### config.mk
export PLATFORM = sky130hd
export DESIGN_NAME = safe_domain
export DESIGN_NICKNAME = d
export VERILOG_FILES = /design/src/logic/safe_domain_pkg.sv /design/src/logic/slow_clk_gen.sv /design/src/logic/reset_sequencer.sv /design/src/logic/pad_control.sv /design/src/logic/safe_domain.sv
export VERILOG_INCLUDE_DIRS = /design/src /design/src/logic
export SDC_FILE = /design/constraint.sdc
export NUM_CORES = 1
export LEC_CHECK = 0
export BUFFER_PORTS_ARGS = -buffer_cell sky130_fd_sc_hd__clkbuf_2
export CORE_MARGIN = 1.5
export CORE_UTILIZATION = 32
export CTS_CLUSTER_DIAMETER = 80
export DETAILED_ROUTE_END_ITERATION = 10
export PLACE_DENSITY = 0.82
export SYNTH_ARGS = -nofsm -noshare
export SYNTH_HDL_FRONTEND = slang
export SYNTH_HIERARCHICAL = 1
export SYNTH_SLANG_ARGS = --single-unit
### constraint.sdc
create_clock -name ref_clk_i -period 1.4 [get_ports ref_clk_i]
set_input_delay 0.21 -clock ref_clk_i [delete_from_list [all_inputs] [get_ports ref_clk_i]]
set_output_delay 0.21 -clock ref_clk_i [all_outputs]
set_load 0.01 [all_outputs]
### src/logic/safe_domain_params.svh
// pad count, pad select codes, slow clock divide ratio, reset hold length
`ifndef SAFE_DOMAIN_PARAMS_SVH
`define SAFE_DOMAIN_PARAMS_SVH

// ******************************
// pads
// ******************************

// number of io pads
// each peripheral group is exactly this wide, pad k carries group bit k
`define N_IO 8

// width of one pad select field
`define PAD_SEL_W 2

// pad select codes, one per pad
`define PAD_SEL_PERIO  2'd0
`define PAD_SEL_APBIO  2'd1
`define PAD_SEL_FPGAIO 2'd2
// pad fully released, no output and no input routing
`define PAD_SEL_OFF    2'd3

// ******************************
// clocking
// ******************************

// ref_clk_i cycles per slow tick
// slow_clk_o phases are each this many ref cycles long
`define SLOW_DIV 4

// ******************************
// reset
// ******************************

// slow ticks that rst_no stays low after rst_n_i is released
`define RST_HOLD_TICKS 3

`endif

### src/logic/safe_domain_pkg.sv
// width typedefs, pad bus struct and reset sequencer state enum
`default_nettype none

`include "safe_domain_params.svh"

package safe_domain_pkg;

  // ******************************
  // pad types
  // ******************************

  // select code of a single pad
  typedef logic [`PAD_SEL_W-1:0] pad_sel_t;

  // one bit per pad, or per group signal
  typedef logic [`N_IO-1:0] pad_vec_t;

  // per-pad select, index k is pad k
  typedef pad_sel_t [`N_IO-1:0] pad_mux_t;

  // output and output enable of a group
  // same layout on the pad side
  typedef struct packed {
    pad_vec_t out;
    pad_vec_t oe;
  } pad_bus_t;

  // ******************************
  // counter types
  // ******************************

  // slow clock divider count, 0 .. SLOW_DIV-1
  typedef logic [$clog2(`SLOW_DIV + 1)-1:0] div_cnt_t;

  // slow tick count while holding reset
  typedef logic [$clog2(`RST_HOLD_TICKS + 1)-1:0] hold_cnt_t;

  // ******************************
  // reset sequencer states
  // ******************************

  // wait: external reset asserted
  // hold: counting slow ticks
  // run:  reset released, pads enabled
  typedef enum logic [1:0] {
    RST_WAIT,
    RST_HOLD,
    RST_RUN
  } rst_state_e;

endpackage

`default_nettype wire

### src/logic/slow_clk_gen.sv
// ref clock divider with slow clock level and one-cycle slow tick
`default_nettype none

`include "safe_domain_params.svh"

module slow_clk_gen (
  input  logic ref_clk_i,
  input  logic rst_n_i,
  // one ref cycle high every SLOW_DIV cycles
  output logic slow_tick_o,
  // divided clock level that is low out of reset
  output logic slow_clk_o
);

  // divider count
  safe_domain_pkg::div_cnt_t cnt_q;
  safe_domain_pkg::div_cnt_t cnt_d;

  // last count of a divide period
  logic wrap;

  logic tick_q;
  logic slow_clk_q;

  // ******************************
  // divide counter
  // ******************************

  assign wrap = (cnt_q == safe_domain_pkg::div_cnt_t'(`SLOW_DIV - 1));

  // wraps back to zero after SLOW_DIV-1
  always_comb begin
    if (wrap) begin
      cnt_d = '0;
    end else begin
      cnt_d = cnt_q + 1'b1;
    end
  end

  always_ff @(posedge ref_clk_i) begin
    if (!rst_n_i) begin
      cnt_q <= '0;
    end else begin
      cnt_q <= cnt_d;
    end
  end

  // ******************************
  // tick and slow clock
  // ******************************

  // tick registered off the wrap for a glitch free output
  // slow clock flips on the same edge as the tick rises
  always_ff @(posedge ref_clk_i) begin
    if (!rst_n_i) begin
      tick_q     <= 1'b0;
      slow_clk_q <= 1'b0;
    end else begin
      tick_q <= wrap;
      if (wrap) begin
        slow_clk_q <= ~slow_clk_q;
      end
    end
  end

  assign slow_tick_o = tick_q;
  assign slow_clk_o  = slow_clk_q;

endmodule

`default_nettype wire

### src/logic/reset_sequencer.sv
// FSM holding conditioned reset and pad enable low for a number of slow ticks
`default_nettype none

`include "safe_domain_params.svh"

module reset_sequencer (
  input  logic ref_clk_i,
  input  logic rst_n_i,
  // one-cycle tick from the slow clock divider
  input  logic slow_tick_i,
  // active low conditioned reset
  output logic rst_no,
  // pad output enables allowed
  output logic pads_en_o
);

  safe_domain_pkg::rst_state_e state_q;
  safe_domain_pkg::rst_state_e state_d;

  // slow ticks seen in hold
  safe_domain_pkg::hold_cnt_t hold_cnt_q;
  safe_domain_pkg::hold_cnt_t hold_cnt_d;

  // last hold tick reached
  logic hold_done;

  // registered run flag that drives both outputs
  logic run_q;

  assign hold_done =
    (hold_cnt_q == safe_domain_pkg::hold_cnt_t'(`RST_HOLD_TICKS - 1));

  // ******************************
  // next state
  // ******************************

  always_comb begin
    state_d    = state_q;
    hold_cnt_d = hold_cnt_q;
    case (state_q)
      // first cycle out of reset starts counting from zero
      safe_domain_pkg::RST_WAIT: begin
        state_d    = safe_domain_pkg::RST_HOLD;
        hold_cnt_d = '0;
      end
      // count slow ticks until the hold length is reached
      safe_domain_pkg::RST_HOLD: begin
        if (slow_tick_i) begin
          if (hold_done) begin
            state_d = safe_domain_pkg::RST_RUN;
          end else begin
            hold_cnt_d = hold_cnt_q + 1'b1;
          end
        end
      end
      // stays here until rst_n_i falls
      safe_domain_pkg::RST_RUN: begin
        state_d = safe_domain_pkg::RST_RUN;
      end
      default: begin
        state_d = safe_domain_pkg::RST_WAIT;
      end
    endcase
  end

  // ******************************
  // state and output registers
  // ******************************

  // run flag taken from the next state
  // so outputs rise in the same cycle the FSM enters run
  always_ff @(posedge ref_clk_i) begin
    if (!rst_n_i) begin
      state_q    <= safe_domain_pkg::RST_WAIT;
      hold_cnt_q <= '0;
      run_q      <= 1'b0;
    end else begin
      state_q    <= state_d;
      hold_cnt_q <= hold_cnt_d;
      run_q      <= (state_d == safe_domain_pkg::RST_RUN);
    end
  end

  // reset release and pad enable move together
  assign rst_no    = run_q;
  assign pads_en_o = run_q;

endmodule

`default_nettype wire

### src/logic/pad_control.sv
// per-pad mux of outputs, enables and inputs between peripheral groups
`default_nettype none

`include "safe_domain_params.svh"

module pad_control (
  // select per pad
  input  safe_domain_pkg::pad_mux_t pad_mux_i,
  // gate for all pad output enables
  input  logic                      pads_en_i,

  // peripheral group outputs and enables
  input  safe_domain_pkg::pad_bus_t perio_i,
  input  safe_domain_pkg::pad_bus_t apbio_i,
  input  safe_domain_pkg::pad_bus_t fpgaio_i,

  // peripheral group inputs
  output safe_domain_pkg::pad_vec_t perio_in_o,
  output safe_domain_pkg::pad_vec_t apbio_in_o,
  output safe_domain_pkg::pad_vec_t fpgaio_in_o,

  // pad side
  input  safe_domain_pkg::pad_vec_t io_in_i,
  output safe_domain_pkg::pad_bus_t io_o
);

  // pad side outputs and enables before packing
  safe_domain_pkg::pad_vec_t pad_out;
  safe_domain_pkg::pad_vec_t pad_oe;

  // ******************************
  // per-pad routing
  // ******************************

  for (genvar k = 0; k < `N_IO; k++) begin : g_pad

    // select code of this pad
    safe_domain_pkg::pad_sel_t sel;

    // pad k output before enable gating
    logic out_k;
    logic oe_k;

    // input steering flags
    logic is_perio;
    logic is_apbio;
    logic is_fpgaio;

    assign sel = pad_mux_i[k];

    // pick bit k of the selected group
    // unused codes fall back to off
    always_comb begin
      case (sel)
        `PAD_SEL_PERIO: begin
          out_k = perio_i.out[k];
          oe_k  = perio_i.oe[k];
        end
        `PAD_SEL_APBIO: begin
          out_k = apbio_i.out[k];
          oe_k  = apbio_i.oe[k];
        end
        `PAD_SEL_FPGAIO: begin
          out_k = fpgaio_i.out[k];
          oe_k  = fpgaio_i.oe[k];
        end
        `PAD_SEL_OFF: begin
          out_k = 1'b0;
          oe_k  = 1'b0;
        end
        default: begin
          out_k = 1'b0;
          oe_k  = 1'b0;
        end
      endcase
    end

    assign pad_out[k] = out_k;
    // no pad drives until the conditioned reset is released
    assign pad_oe[k]  = oe_k & pads_en_i;

    // input path is not gated by pad enable
    assign is_perio  = (sel == `PAD_SEL_PERIO);
    assign is_apbio  = (sel == `PAD_SEL_APBIO);
    assign is_fpgaio = (sel == `PAD_SEL_FPGAIO);

    // only the selected group sees the pad
    // the other groups read zero
    assign perio_in_o[k]  = is_perio  & io_in_i[k];
    assign apbio_in_o[k]  = is_apbio  & io_in_i[k];
    assign fpgaio_in_o[k] = is_fpgaio & io_in_i[k];

  end

  // ******************************
  // pad bus
  // ******************************

  assign io_o.out = pad_out;
  assign io_o.oe  = pad_oe;

endmodule

`default_nettype wire

### src/logic/safe_domain.sv
// always-on top with slow clock divider, reset sequencer and pad control
`default_nettype none

module safe_domain (
  input  logic                      ref_clk_i,
  input  logic                      rst_n_i,
  // conditioned system reset
  output logic                      rst_no,
  // divided reference clock
  output logic                      slow_clk_o,

  // ******************************
  // pads
  // ******************************

  input  safe_domain_pkg::pad_mux_t pad_mux_i,
  input  safe_domain_pkg::pad_vec_t io_in_i,
  output safe_domain_pkg::pad_vec_t io_out_o,
  output safe_domain_pkg::pad_vec_t io_oe_o,

  // ******************************
  // peripheral groups
  // ******************************

  input  safe_domain_pkg::pad_bus_t perio_i,
  input  safe_domain_pkg::pad_bus_t apbio_i,
  input  safe_domain_pkg::pad_bus_t fpgaio_i,
  output safe_domain_pkg::pad_vec_t perio_in_o,
  output safe_domain_pkg::pad_vec_t apbio_in_o,
  output safe_domain_pkg::pad_vec_t fpgaio_in_o
);

  // divider to sequencer
  logic slow_tick;
  // sequencer to pad control
  logic pads_en;
  // pad side outputs and enables
  safe_domain_pkg::pad_bus_t io_bus;

  // slow clock and tick
  slow_clk_gen i_slow_clk_gen (
    .ref_clk_i  (ref_clk_i),
    .rst_n_i    (rst_n_i),
    .slow_tick_o(slow_tick),
    .slow_clk_o (slow_clk_o)
  );

  // reset release after the hold window
  reset_sequencer i_reset_sequencer (
    .ref_clk_i  (ref_clk_i),
    .rst_n_i    (rst_n_i),
    .slow_tick_i(slow_tick),
    .rst_no     (rst_no),
    .pads_en_o  (pads_en)
  );

  // combinational pad mux
  pad_control i_pad_control (
    .pad_mux_i  (pad_mux_i),
    .pads_en_i  (pads_en),
    .perio_i    (perio_i),
    .apbio_i    (apbio_i),
    .fpgaio_i   (fpgaio_i),
    .perio_in_o (perio_in_o),
    .apbio_in_o (apbio_in_o),
    .fpgaio_in_o(fpgaio_in_o),
    .io_in_i    (io_in_i),
    .io_o       (io_bus)
  );

  // split pad bus onto the top ports
  assign io_out_o = io_bus.out;
  assign io_oe_o  = io_bus.oe;

endmodule

`default_nettype wire

==> results.yml <==
route:
  routed_wl_mm: 3.08
  wire_per_inst_um: 10.6
  drt_first_pass_iters: 4
  ant_nets: 0
  m1WireLength_mm: 1.13
  top_layer_used: "met4"
  drtIter0Drc: 33
  met3_length_um: 243
  viasPerCell: 4.68
  drc: 0
  met2_length_mm: 1.64
  vias: 1356
clock_network:
  insertion_delay_ps: 270
  cts.sinks: 10
  htreeDepth: 1
  cts.clk_slew.worst_paths_ps: 60
  clock_path_buffers: 2
  clockRootBuffer: "clkbuf_4"
  numCtsBuffers: 3
  tritoncts: "built"
  postCtsHoldBufs: 0
synth:
  synth_nets: 214
  yosys_warnings: 6
  synth_top_family_by_area: "simple AND/OR/NAND/NOR gates"
  synth_compound_area_share_pct: 9.92
  async_flop_share_pct: 0
  yosys-top-cells-count: "16 x mux2i_1, 16 x nand3b_1, 13 x buf_4, 12 x o21ai_0"
  synthCells: 136
  synth-simple-area-share_pct: 42.7
  ys_seq_area_share_pct: 17.8
  ys_types: 23
  ys_ff_latch: 10
  netlist_area_sq_um: 1120
  syn_avg_cell_area_sq_um: 8.25
  synthAdderAreaFrac_pct: 4.46
  synth-edff-count: 0
  synth_mux_area_share_pct: 14.3
  synth_flop_cell: "dfxtp_1"
  synth_top_area_share_pct: 17.8
  synth.area.top_cells: "dfxtp_1 18%, mux2i_1 14%, nand3b_1 11%, buf_4 8.7%, and3b_2 7.1%"
  yosysTopAreaCell: "dfxtp_1"
  synthXorXnorAreaFrac_pct: 0.780
timing:
  max_freq_mhz: 742
  max_slew_margin_pct: 84.4
  post-route-period-util_pct: 96.3
  maxSlewViolCount: 0
  skew_ps: 0.648
  rsz0062_at_grt: "yes"
  hold_viol_final: 0
  hold-worst-slack_ps: 221
  fin_crit_ps: 1350
  setup_violations: 0
  setup_tns_ps: 0
  tightestPinTransition_ps: 234
floorplan:
  fp.coreArea_sq_um: 3360
  die-area_sq_um: 3870
  fp.dieW_um: 62.2
  rows: 21
  dieHeight_um: 62.2
  initial_core_util_pct: 33.4
  ios: 116
place:
  gp_congestion: 0.729
  dp_hpwl_mm: 2.73
  io_buffers: 115
power:
  total_power_mw: 0.905
  switching_share_pct: 29.2
  p_sw_mw: 0.264
  leakagePower_nw: 0.961
  p_int_mw: 0.641
  pwr-share-comb_pct: 37.2
  clockPowerShare_pct: 28.6
  peakVddDrop_mv: 0.382
  seqPwrFrac_pct: 34.1
  p_per_area_nw_per_um2: 525
cells_and_area:
  register_area_sq_um: 201
  syn2layout_area_growth_pct: 53.5
  n_antenna_cell: 0
  fillCellCount: 346
  layout.nets: 323
  fin_util_pct: 51.2
  drive_gt1_share_pct: 54.9
  multi_input_area_sq_um: 822
critical_path:
  critPathRequiredTime_ps: 1590
  cp-start-kind: "flip-flop"
  critPathArrivalTime_ps: 1540
  endpoint_kind: "flip-flop"
  cp_max_fo: 4
  crit_type: "reg2reg"
global_routing:
  grt_usage_pct: 15.5
  grt_pass1_vias: 1213
  grt_max_degree: 10
  grt_overflow: 0
  antenna_found_initial: 0
  grt_first_pass_wirelength_mm: 5.09
worst_hold_path:
  holdCritPathClass: "in2reg"
flow_run:
  maxCapViolations: 0
status:
  outcome: "completed"
stage by stage:
step           setup slack [ps]  cell area [sq um]  cells
2_1_floorplan              34.4               1120    136
3_5_place_dp               6.95               1670    286
6_report                   52.2               1720    290
3_3_place_gp               45.4               1670    286
4_1_cts                    14.3               1720    290
5_1_grt                   -39.1               1720    290
sequential cells by signal, summed over array words and instances, names as in the netlist:
name                          cells
i_reset_sequencer/hold_cnt_q      2
i_reset_sequencer/pads_en_o       1
i_reset_sequencer/state_q         2
i_slow_clk_gen/cnt_q              3
i_slow_clk_gen/slow_clk_o         1
i_slow_clk_gen/slow_tick_o        1
power by group through the flow:
stage	Sequential, mW	Combinational, mW	Clock, mW
after CTS	0.309	0.341	0.271
after floorplan	0.314	0.186	0
final	0.309	0.337	0.259
after global placement	0.315	0.331	0
after detailed placement	0.315	0.340	0
after global routing	0.310	0.376	0.289
layer usage:
layer / track usage [%] / vias to the layer above
met2: 31.4 / 51
met5: 0 / -
li1: - / 700
met4: 5.56 / 0
met1: 15.1 / 597
met3: 3.44 / 8
logic make-up after synthesis:
group / Yosys count
buffers and inverters: 17
AOI/OAI and AO/OA: 21
muxes: 16
xor gates and xnor gates: 1
DFF: 10
adders and majority gates: 4
and+or+nand+nor: 67
final timing paths:
check	startpoint	endpoint	slack [ps]	cells past startpoint
max	i_reset_sequencer/hold_cnt_q[0]$_SDFFE_PN0P_	i_reset_sequencer/hold_cnt_q[0]$_SDFFE_PN0P_	50	5
min reg2reg	i_slow_clk_gen/cnt_q[0]$_SDFF_PP0_	i_slow_clk_gen/cnt_q[0]$_SDFF_PP0_	430	1
max reg2reg	i_reset_sequencer/hold_cnt_q[0]$_SDFFE_PN0P_	i_reset_sequencer/hold_cnt_q[0]$_SDFFE_PN0P_	50	5
min	rst_n_i	i_slow_clk_gen/cnt_q[1]$_SDFF_PP0_	220	3
timing repair:
action / 4_1_cts / 5_1_grt
pin swaps: 1 / 1
buffers inserted: 0 / 0
resized for setup: 4 / 0
endpoints found under the setup margin: 2 / 1
cell usage in the layout, fill, tap and decap left out, types with 6 or more instances in the layout:
cell and instances:
and3b_2 8, nand3b_1 16, mux2i_1 16, nor2_1 7, dfxtp_1 9, nand2_1 6, clkbuf_2 115, and2_1 10
nor3b_1 8, o21ai_0 12
area by class of cell:
cell class | instances | area share, %
Clock buffer | 4 | 2.11
Inverter | 4 | 0.871
Multi-Input combinational cell | 109 | 47.7
Sequential cell | 10 | 11.7
Tap cell | 46 | 3.34
Timing Repair Buffer | 117 | 34.3
critical path, stage by stage (launching register included):
cell	delay (ps)
dfxtp_2	330
inv_2	40
ha_4	150
nand2b_4	140
or4b_1	460
a31oi_1	140
No activity file was read; power rests on OpenSTA's default activity.
